File: src/include/clink_bridge_consts.svh
`ifndef CLINK_BRIDGE_CONSTS_SVH
`define CLINK_BRIDGE_CONSTS_SVH

//////////////////////////////
// Bus widths
//////////////////////////////

`define CLB_ADDR_W 7    // Byte address into the register window
`define CLB_DATA_W 128
`define CLB_ID_W   16   // Transaction id, echoed on B and R

//////////////////////////////
// Register offsets
//////////////////////////////

// Write side
`define CLB_OFS_UART_TX   `CLB_ADDR_W'('h00)  // Byte to UART transmitter
`define CLB_OFS_CC        `CLB_ADDR_W'('h10)  // Camera control lines
`define CLB_OFS_CLINK_RST `CLB_ADDR_W'('h20)
`define CLB_OFS_DRAM_RST  `CLB_ADDR_W'('h30)

// Read side, sharing the low offsets with writes
`define CLB_OFS_UART_RX   `CLB_ADDR_W'('h00)  // Clears the byte on read
`define CLB_OFS_RX_VALID  `CLB_ADDR_W'('h20)
`define CLB_OFS_TX_BUSY   `CLB_ADDR_W'('h30)

`endif

File: src/source/axi_slave_pkg.sv
`default_nettype none

`include "clink_bridge_consts.svh"

package axi_slave_pkg;

    //////////////////////////////
    // AXI4 slave side types
    //////////////////////////////

    // Only the two codes this slave ever returns
    typedef enum logic [1:0] {
        RESP_OKAY   = 2'b00,
        RESP_SLVERR = 2'b10
    } axi_resp_t;

    typedef logic [`CLB_ID_W-1:0]   axi_id_t;   // Echoed on bid and rid
    typedef logic [`CLB_ADDR_W-1:0] axi_addr_t;
    typedef logic [`CLB_DATA_W-1:0] axi_data_t; // Full beat, narrow values zero-extended

endpackage

`default_nettype wire

File: src/source/clink_regs_pkg.sv
`default_nettype none

package clink_regs_pkg;

    //////////////////////////////
    // Register map types
    //////////////////////////////

    // Write decoder states, one per write target
    typedef enum logic [2:0] {
        wr_idle,
        wr_uart_tx,
        wr_cc,
        wr_clink_rst,
        wr_dram_rst,
        wr_error,       // Unmapped offset, no data accepted
        wr_response
    } wr_target_t;

    // Read responder states, one per read source
    typedef enum logic [2:0] {
        rd_idle,
        rd_uart_rx,
        rd_rx_valid,
        rd_tx_busy,
        rd_error
    } rd_source_t;

    typedef logic [7:0] uart_byte_t;

endpackage

`default_nettype wire

File: src/source/axi_read_responder.sv
`timescale 1ns/100ps
`default_nettype none

`include "clink_bridge_consts.svh"

module axi_read_responder
    import axi_slave_pkg::*;
    import clink_regs_pkg::*;
(
    input  wire             s_axi_aclk,
    input  wire             s_axi_aresetn,

    // Read address
    input  wire axi_addr_t  araddr,
    input  wire axi_id_t    arid,
    input  wire             arvalid,
    output logic            arready,

    // Read data, always a single beat
    input  wire             rready,
    output axi_data_t       rdata,
    output axi_resp_t       rresp,
    output logic            rvalid,
    output logic            rlast,
    output axi_id_t         rid,

    // UART status from the board
    input  wire             rx_ready,
    input  wire uart_byte_t rx_data,
    input  wire             tx_busy
);

    rd_source_t state;
    axi_id_t    id_q;

    uart_byte_t rx_byte;    // Last received byte
    logic       rx_valid;
    logic       rx_clear;   // Pulses with rvalid of a byte read

    axi_data_t  rd_value;
    logic       rd_go;      // Response is issued at this edge

    function automatic rd_source_t decode_source(input axi_addr_t addr);
        rd_source_t source;
        case (addr)
            `CLB_OFS_UART_RX:  source = rd_uart_rx;
            `CLB_OFS_RX_VALID: source = rd_rx_valid;
            `CLB_OFS_TX_BUSY:  source = rd_tx_busy;
            default:           source = rd_error;
        endcase
        return source;
    endfunction

    //////////////////////////////
    // Receive holding register
    //////////////////////////////

    always_ff @(posedge s_axi_aclk) begin
        if (!s_axi_aresetn) begin
            rx_byte  <= 8'h00;
            rx_valid <= 1'b0;
        end else if (rx_clear) begin    // Clear beats a new byte
            rx_byte  <= 8'h00;
            rx_valid <= 1'b0;
        end else if (rx_ready) begin
            rx_byte  <= rx_data;
            rx_valid <= 1'b1;
        end
    end

    //////////////////////////////
    // Read FSM
    //////////////////////////////

    assign arready = (state == rd_idle);

    always_comb begin
        rd_value = '0;
        rd_go    = 1'b0;
        case (state)
            rd_uart_rx: begin
                rd_value = axi_data_t'(rx_byte);
                rd_go    = rready && rx_valid;  // Waits for a byte
            end
            rd_rx_valid: begin
                rd_value = axi_data_t'(rx_valid);
                rd_go    = rready;
            end
            rd_tx_busy: begin
                rd_value = axi_data_t'(tx_busy);
                rd_go    = rready;
            end
            rd_error: rd_go = 1'b1;     // Regardless of rready
            default: ;
        endcase
    end

    always_ff @(posedge s_axi_aclk) begin
        if (!s_axi_aresetn) begin
            state    <= rd_idle;
            rvalid   <= 1'b0;
            rlast    <= 1'b0;
            rx_clear <= 1'b0;
        end else begin
            rvalid   <= rd_go;
            rlast    <= rd_go;
            rx_clear <= rd_go && (state == rd_uart_rx);
            if (state == rd_idle) begin
                if (arvalid) begin
                    state <= decode_source(araddr);
                end
            end else if (rd_go) begin
                state <= rd_idle;
            end
        end
    end

    always_ff @(posedge s_axi_aclk) begin
        if (arready && arvalid) begin
            id_q <= arid;
        end
        if (rd_go) begin
            rdata <= rd_value;
            rid   <= id_q;
            rresp <= (state == rd_error) ? RESP_SLVERR : RESP_OKAY;
        end
    end

endmodule

`default_nettype wire

File: src/source/axi_write_decoder.sv
`timescale 1ns/100ps
`default_nettype none

`include "clink_bridge_consts.svh"

module axi_write_decoder
    import axi_slave_pkg::*;
    import clink_regs_pkg::*;
(
    input  wire             s_axi_aclk,
    input  wire             s_axi_aresetn,

    // Write address
    input  wire axi_addr_t  awaddr,
    input  wire axi_id_t    awid,
    input  wire             awvalid,
    output logic            awready,

    // Write data
    input  wire axi_data_t  wdata,
    input  wire             wvalid,
    input  wire             wlast,
    output logic            wready,

    // Write response
    input  wire             bready,
    output axi_resp_t       bresp,
    output logic            bvalid,
    output axi_id_t         bid,

    // Camera-link board side
    output logic            tx_start,
    output uart_byte_t      tx_data,
    output logic [3:0]      cc,
    output logic            clink_resetn,   // Active low
    output logic            dram_resetn     // Active low
);

    wr_target_t state;
    axi_id_t    id_q;       // Id of the burst in flight

    logic aw_fire;
    logic w_beat;
    logic w_last_beat;
    logic b_fire;

    // Map an offset onto its target state
    function automatic wr_target_t decode_target(input axi_addr_t addr);
        wr_target_t target;
        case (addr)
            `CLB_OFS_UART_TX:   target = wr_uart_tx;
            `CLB_OFS_CC:        target = wr_cc;
            `CLB_OFS_CLINK_RST: target = wr_clink_rst;
            `CLB_OFS_DRAM_RST:  target = wr_dram_rst;
            default:            target = wr_error;
        endcase
        return target;
    endfunction

    //////////////////////////////
    // Handshakes
    //////////////////////////////

    assign awready = (state == wr_idle);
    assign wready  = (state == wr_uart_tx) || (state == wr_cc) ||
                     (state == wr_clink_rst) || (state == wr_dram_rst);

    assign aw_fire     = awready && awvalid;
    assign w_beat      = wready && wvalid;
    assign w_last_beat = w_beat && wlast;
    assign b_fire      = ((state == wr_error) || (state == wr_response)) && bready;

    //////////////////////////////
    // FSM and output registers
    //////////////////////////////

    always_ff @(posedge s_axi_aclk) begin
        if (!s_axi_aresetn) begin
            state        <= wr_idle;
            bvalid       <= 1'b0;
            tx_start     <= 1'b0;
            cc           <= 4'h0;
            clink_resetn <= 1'b1;
            dram_resetn  <= 1'b1;
        end else begin
            tx_start <= 1'b0;   // One cycle per beat
            bvalid   <= 1'b0;
            case (state)
                wr_idle: begin
                    if (aw_fire) begin
                        state <= decode_target(awaddr);
                    end
                end
                wr_uart_tx: begin
                    if (w_beat) begin
                        tx_start <= 1'b1;
                    end
                end
                wr_cc: begin
                    if (w_beat) begin
                        cc <= wdata[3:0];
                    end
                end
                wr_clink_rst: begin
                    if (w_beat) begin
                        clink_resetn <= ~wdata[0];  // Writing 1 asserts the reset
                    end
                end
                wr_dram_rst: begin
                    if (w_beat) begin
                        dram_resetn <= ~wdata[0];
                    end
                end
                wr_error, wr_response: begin
                    if (b_fire) begin
                        bvalid <= 1'b1;
                        state  <= wr_idle;
                    end
                end
                default: state <= wr_idle;
            endcase

            // Burst ends on wlast whatever the target
            if (w_last_beat) begin
                state <= wr_response;
            end
        end
    end

    // Payload, no reset needed
    always_ff @(posedge s_axi_aclk) begin
        if (aw_fire) begin
            id_q <= awid;
        end
        if ((state == wr_uart_tx) && w_beat) begin
            tx_data <= wdata[7:0];
        end
        if (b_fire) begin
            bid   <= id_q;
            bresp <= (state == wr_error) ? RESP_SLVERR : RESP_OKAY;
        end
    end

endmodule

`default_nettype wire

File: src/source/clink_axi_bridge.sv
`timescale 1ns/100ps
`default_nettype none

`include "clink_bridge_consts.svh"

module clink_axi_bridge (
    input  wire                     s_axi_aclk,
    input  wire                     s_axi_aresetn,

    //////////////////////////////
    // AXI4 write channels
    //////////////////////////////
    input  wire [`CLB_ADDR_W-1:0]   s_axi_awaddr,
    input  wire [`CLB_ID_W-1:0]     s_axi_awid,
    input  wire                     s_axi_awvalid,
    output logic                    s_axi_awready,
    input  wire [`CLB_DATA_W-1:0]   s_axi_wdata,
    input  wire                     s_axi_wvalid,
    input  wire                     s_axi_wlast,
    output logic                    s_axi_wready,
    input  wire                     s_axi_bready,
    output logic [1:0]              s_axi_bresp,
    output logic                    s_axi_bvalid,
    output logic [`CLB_ID_W-1:0]    s_axi_bid,

    //////////////////////////////
    // AXI4 read channels
    //////////////////////////////
    input  wire [`CLB_ADDR_W-1:0]   s_axi_araddr,
    input  wire [`CLB_ID_W-1:0]     s_axi_arid,
    input  wire                     s_axi_arvalid,
    output logic                    s_axi_arready,
    input  wire                     s_axi_rready,
    output logic [`CLB_DATA_W-1:0]  s_axi_rdata,
    output logic [1:0]              s_axi_rresp,
    output logic                    s_axi_rvalid,
    output logic                    s_axi_rlast,
    output logic [`CLB_ID_W-1:0]    s_axi_rid,

    // Camera-link board
    output logic                    tx_start,
    output logic [7:0]              tx_data,
    input  wire                     tx_busy,
    input  wire                     rx_ready,
    input  wire [7:0]               rx_data,
    output logic [3:0]              cc,
    output logic                    clink_resetn,
    output logic                    dram_resetn
);

    // Write side owns the UART transmit and control outputs
    axi_write_decoder wr0 (
        .s_axi_aclk    (s_axi_aclk),
        .s_axi_aresetn (s_axi_aresetn),
        .awaddr        (s_axi_awaddr),
        .awid          (s_axi_awid),
        .awvalid       (s_axi_awvalid),
        .awready       (s_axi_awready),
        .wdata         (s_axi_wdata),
        .wvalid        (s_axi_wvalid),
        .wlast         (s_axi_wlast),
        .wready        (s_axi_wready),
        .bready        (s_axi_bready),
        .bresp         (s_axi_bresp),
        .bvalid        (s_axi_bvalid),
        .bid           (s_axi_bid),
        .tx_start      (tx_start),
        .tx_data       (tx_data),
        .cc            (cc),
        .clink_resetn  (clink_resetn),
        .dram_resetn   (dram_resetn)
    );

    // Read side holds the receive byte
    axi_read_responder rd0 (
        .s_axi_aclk    (s_axi_aclk),
        .s_axi_aresetn (s_axi_aresetn),
        .araddr        (s_axi_araddr),
        .arid          (s_axi_arid),
        .arvalid       (s_axi_arvalid),
        .arready       (s_axi_arready),
        .rready        (s_axi_rready),
        .rdata         (s_axi_rdata),
        .rresp         (s_axi_rresp),
        .rvalid        (s_axi_rvalid),
        .rlast         (s_axi_rlast),
        .rid           (s_axi_rid),
        .rx_ready      (rx_ready),
        .rx_data       (rx_data),
        .tx_busy       (tx_busy)
    );

endmodule

`default_nettype wire

File: config.mk
export PLATFORM = sky130hd
export DESIGN_NAME = clink_axi_bridge
export DESIGN_NICKNAME = d
export VERILOG_FILES = /design/src/source/axi_slave_pkg.sv /design/src/source/clink_regs_pkg.sv /design/src/source/axi_read_responder.sv /design/src/source/axi_write_decoder.sv /design/src/source/clink_axi_bridge.sv
export VERILOG_INCLUDE_DIRS = /design/src /design/src/include
export SDC_FILE = /design/constraint.sdc
export NUM_CORES = 1
export LEC_CHECK = 0
export ABC_AREA = 1
export BUFFER_PORTS_ARGS = -buffer_cell sky130_fd_sc_hd__buf_2
export CELL_PAD_IN_SITES_DETAIL_PLACEMENT = 0
export CELL_PAD_IN_SITES_GLOBAL_PLACEMENT = 1
export CORE_ASPECT_RATIO = 0.9
export CORE_MARGIN = 5
export CORE_UTILIZATION = 25
export CTS_CLUSTER_SIZE = 25
export DETAILED_ROUTE_END_ITERATION = 10
export HOLD_SLACK_MARGIN = 0.02
export PLACE_DENSITY_LB_ADDON = 0.1
export SKIP_CTS_REPAIR_TIMING = 1
export SYNTH_ARGS = -nofsm -noshare
export SYNTH_HDL_FRONTEND = slang
export SYNTH_SLANG_ARGS = --single-unit
File: constraint.sdc
create_clock -name s_axi_aclk -period 1.8 [get_ports s_axi_aclk]
set_clock_uncertainty 0.15 [all_clocks]
set_input_delay 0.27 -clock s_axi_aclk [delete_from_list [all_inputs] [get_ports s_axi_aclk]]
set_output_delay 0.27 -clock s_axi_aclk [all_outputs]
set_load 0.02 [all_outputs]
==> flow_summary.ini, run 1 <==
[worst_setup_path]
max_stage_delay_ns = 0.37
critPathSlowestCell = dfxtp_2
crit_family = flip-flops
worstSetupPathType = reg2out
rr_startpoint = rd0.state[0]
critPathArrivalTime_ns = 1.24
cp.required_ns = 1.38
crit_chain = nor2_2 -> nand2_2 -> nand2_2 -> clkbuf_4
setup.worst_path.end_class = output pin
critPathLaunch = wr0.state[1]
crit_top_cell = nand2_2
cp_max_fo = 7
worst_setup_path_start_kind = register
worst-path-buf-inv = 1

[cells_and_area]
drive_gt1_frac = 0.301
n_antenna_cell = 0
nFillCells = 1872
final_cells = 817
nNetsFinal = 759
syn_to_final_growth_pct = 28.9

[cts]
cts_tree = yes
root_buffer = clkbuf_16
clk_pin_slew_ns = 0.08
clock-sinks = 107
cts_inserted_buffers = 9
insertion_delay_ns = 0.35
cts_buffer_depth = 2
h-tree-depth = 3

[logic_synthesis]
synth_area_leaders = edfxtp_1, buf_4, dfxtp_1, inv_1, nor2_1
synth_cells = 378
yosysTopAreaCell = edfxtp_1
yosysMostFrequentCell = buf_4
synth_enable_flop_cells = 82
synth_top_area_frac = 0.538
seq_area_frac_synth = 0.648
yosys-top-cells-count = buf_4, edfxtp_1, inv_1, nor2_1, dfxtp_1
syn_avg_cell_area_sq_um = 12.1
synth-seq-cells = 107
synth.distinct_cells = 25
yosysWarnings = 0
synth_flop_cell = edfxtp_1
async_flop_share = 0
synth_area_sq_mm = 0.00457

[timing]
period_minus_slack_ns = 1.66
fmax_ghz = 0.602
setup_viol = 0
final.setup.tns_ns = 0
post-route-period-util = 0.923
rsz0062_at_grt = false
hold_viol_final = 0
slew_viol_final = 0

[detailed_routing]
route.detailed.drc = 0
wire_per_inst_um = 12.4
firstDrtPassIters = 4
wirelength_um = 10100
via_count = 2782
first_iter_violations = 64
detail-route-antenna-nets = 0
routed_via_density = 3.41

[grt]
grt_pass1_vias = 2707
globalRouteOverflowTotal = 0
antenna_found_initial = 0
grt_first_pass_wirelength_um = 15000
grt_usage = 0.0903
grt_max_degree = 26

[placement]
port_buffers = 134
dp_cells = 761
gp_congestion = 0.703
dp_hpwl_um = 7700

[floorplan]
row_count = 47
io-pin-count = 377
core_sq_mm = 0.0182
die_area_sq_mm = 0.0211
start_util = 0.252
dieHeight_um = 138
die_w_um = 153

[pwr]
ir_drop_mv = 0.534
switching_share = 0.290
p_int_mw = 4.08
seq_power_share = 0.500
p_per_area_mw_per_mm2 = 975
p_comb_frac = 0.143
p_sw_mw = 1.67
clkPwrFrac = 0.357
power.leakage_nw = 2.59

[flow_run]
drv_cap = 0

[min_path]
min_from = rx_data[0]
hold_class = in2reg

[outcome]
status = complete, no violations
## worst min-delay path: stages
cell     delay [ns]
buf_2          0.11
nand2_1        0.06
a21oi_1        0.06
## sequential cells by signal, indices dropped and copies added, names as in the netlist, 3 cells and up
| signal | count |
|---|---|
| rd0.id_q | 16 |
| rd0.rid | 16 |
| wr0.bid | 16 |
| wr0.id_q | 16 |
| rd0.rdata | 8 |
| rd0.rx_byte | 8 |
| wr0.tx_data | 8 |
| wr0.cc | 4 |
| rd0.state | 3 |
| wr0.state | 3 |
## power by group through the flow
stage / Clock, mW / Combinational [mW] / Sequential (mW)
after detailed placement: 0 / 0.752 / 2.93
after floorplan: 0 / 0.630 / 2.99
after CTS: 2.15 / 0.754 / 2.88
after global placement: 0 / 0.750 / 2.93
final: 2.05 / 0.820 / 2.88
after global routing: 2.24 / 0.902 / 2.89
## layer usage
layer	wire length (um)	GRT usage
met1	4150	0.105
met2	5010	0.154
met3	814	0.0322
met4	139	0.0338
met5	0	0
## final timing paths
path                            slack [ns]             end  cells past startpoint
worst min-delay path                  0.04  rd0.rx_byte[0]                      3
worst max register to register        0.24      rd0.rid[2]                      5
worst max-delay path                  0.14    s_axi_wready                      4
worst min register to register        0.27      wr0.bid[0]                      0
## metrics by stage
stage	hold WS, ns	instance area (sq um)	utilization	worst slack, ns	power, mW
final	0.0427	5890	0.324	0.138	5.75
after global placement	0.250	5170	0.285	0.235	3.68
after CTS	-0.0826	5490	0.302	0.0405	5.78
after detailed placement	0.255	5170	0.285	0.217	3.69
after floorplan	0.218	5030	-	0.0942	3.62
after global routing	0.0525	5890	0.324	0.0286	6.03
## layout by cell type, fill, tap and decap left out, drive strengths merged
cell type and n:
o21ai 18, dlygate4sd3 40, nor3 3, dfxtp 25, nand3 12, o211ai 1, inv 36, and3 1
clkbuf 10, edfxtp 82, nand3b 2, o311ai 1, conb 122, nand4 5, a21oi 17, buf 140
xor2 1, nor2 29, nand2 22, a211oi 1, clkinv 4
## cells by family after synthesis
kind of cell	share of synthesized area
DFF	0.648
xor gates and xnor gates	0.00192
buffers and inverters	0.230
AOI/OAI and AO/OA	0.0443
and+or+nand+nor	0.0750
other	0.000820
## area by class of cell
cell class,instances,area [sq um],area share
well taps,245,307,0.0520
clock buffers,9,225,0.0382
multi-input cells,235,1020,0.173
flip-flops and latches,107,2960,0.503
inverters,33,124,0.0210
clock inverters,7,91.3,0.0155
repair buffers,181,1160,0.197
(Power assumes the default switching activity.)
==> run 2: changes to the inputs <==
clock period = 1.46 ns   (was 1.8 ns; I/O delays follow)
==> run 2 against run 1 <==
The run now ends with negative setup slack left. Register-to-register slack worse by 0.26 ns. Die area unchanged. Total power up 23%. Setup slack worse by 0.19 ns. Largest cell class unchanged.
==> flow_summary.ini, run 2 (synthesis results as in run 1) <==
[outcome]
status = finished, violations left
violations = negative setup slack

[cts]
clock-sinks = 107
h-tree-depth = 3
clk_pin_slew_ns = 0.07
cts_inserted_buffers = 9
cts_buffer_depth = 2
root_buffer = clkbuf_16
cts_tree = yes
insertion_delay_ns = 0.34

[worst_setup_path]
setup.worst_path.end_class = output pin
cp_max_fo = 7
crit_family = flip-flops
worst-path-buf-inv = 1
critPathArrivalTime_ns = 1.14
worstSetupPathType = reg2out
crit_top_cell = nand2_2
max_stage_delay_ns = 0.38
critPathSlowestCell = dfxtp_4
cp.required_ns = 1.09
worst_setup_path_start_kind = register
rr_startpoint = wr0.state[1]
crit_chain = nor2_4 -> nand2_2 -> nand2_2 -> buf_6
critPathLaunch = wr0.state[1]

[min_path]
min_from = rx_data[0]
hold_class = in2reg

[pwr]
p_int_mw = 5.09
clkPwrFrac = 0.335
p_per_area_mw_per_mm2 = 1160
power.leakage_nw = 2.68
ir_drop_mv = 0.422
switching_share = 0.280
p_comb_frac = 0.162
p_sw_mw = 1.98
seq_power_share = 0.502

[floorplan]
row_count = 47
die_area_sq_mm = 0.0211
io-pin-count = 377
dieHeight_um = 138
core_sq_mm = 0.0182
start_util = 0.252
die_w_um = 153

[detailed_routing]
via_count = 2900
routed_via_density = 3.48
wire_per_inst_um = 12.3
route.detailed.drc = 0
firstDrtPassIters = 4
detail-route-antenna-nets = 0
first_iter_violations = 81
wirelength_um = 10300

[cells_and_area]
syn_to_final_growth_pct = 33.6
nNetsFinal = 776
mostFrequentLayoutCell = buf_2
drive_gt1_frac = 0.338
final_core_util = 0.336
mostFrequentLayoutCells = buf_2, conb_1, edfxtp_1, dlygate4sd3_1, inv_1
design_area_sq_mm = 0.00611
n_antenna_cell = 0
final_cells = 834

[grt]
grt_first_pass_wirelength_um = 15400
globalRouteOverflowTotal = 0
grt_max_degree = 20
grt_usage = 0.0933
antenna_found_initial = 1
grt_pass1_vias = 2771

[placement]
port_buffers = 134
dp_cells = 769
dpl_cell_area_sq_mm = 0.00528
gp_congestion = 0.734
dp_hpwl_um = 7870

[timing]
slew_viol_final = 0
fin_ws_ns = -0.0520
whs_ns = 0.00312
post-route-period-util = 1.04
rsz0062_at_grt = true
setup_viol = 19
hold_viol_final = 0
fmax_ghz = 0.661
period_minus_slack_ns = 1.51

[flow_run]
drv_cap = 0
## run 2: layer usage
layer,GRT usage,routed length [um],vias up
met5,0,7,-
met1,0.112,4230,1299
met4,0.0408,182,2
met2,0.153,4920,147
met3,0.0316,927,13
li1,-,-,1439
## run 2: path summary, 6_finish.rpt
| path | slack, ns | cells after the start | end |
|---|---|---|---|
| max | -0.05 | 4 | s_axi_wready |
| min | 0.003 | 3 | rd0.rx_byte[0] |
| max reg2reg | -0.02 | 6 | wr0.bid[8] |
| min reg2reg | 0.26 | 0 | wr0.bid[13] |
## run 2: cell type report
| class | count | area, sq um |
|---|---|---|
| Clock buffer | 10 | 229 |
| Clock inverter | 6 | 53.8 |
| Fill cell | 1877 | 12100 |
| Inverter | 33 | 138 |
| Multi-Input combinational cell | 235 | 1060 |
| Sequential cell | 107 | 2980 |
| Tap cell | 245 | 307 |
| Timing Repair Buffer | 198 | 1340 |
## run 2: worst register-to-register path: stages (launching register included)
cell	delay (ns)
dfxtp_4	0.40
nor2_4	0.06
buf_4	0.13
nor2_4	0.09
nand2_2	0.08
nor2_4	0.12
buf_12	0.16
## run 2: stage by stage
stage,setup TNS [ns],worst slack (ns),total power [mW]
floorplan,-0.877,-0.0351,4.48
finish,-0.321,-0.0520,7.07
global placement,-0.00617,-0.00617,4.59
detailed placement,0,0.0105,4.60
global route,-1.47,-0.119,7.40
CTS,-0.537,-0.290,7.02
## run 2: power by group through the flow
stage	sequential (mW)	clock (mW)	combinational (mW)
after floorplan	3.69	0	0.791
after global placement	3.61	0	0.981
after detailed placement	3.62	0	0.983
after CTS	3.55	2.49	0.985
after global routing	3.57	2.58	1.25
final	3.55	2.37	1.15
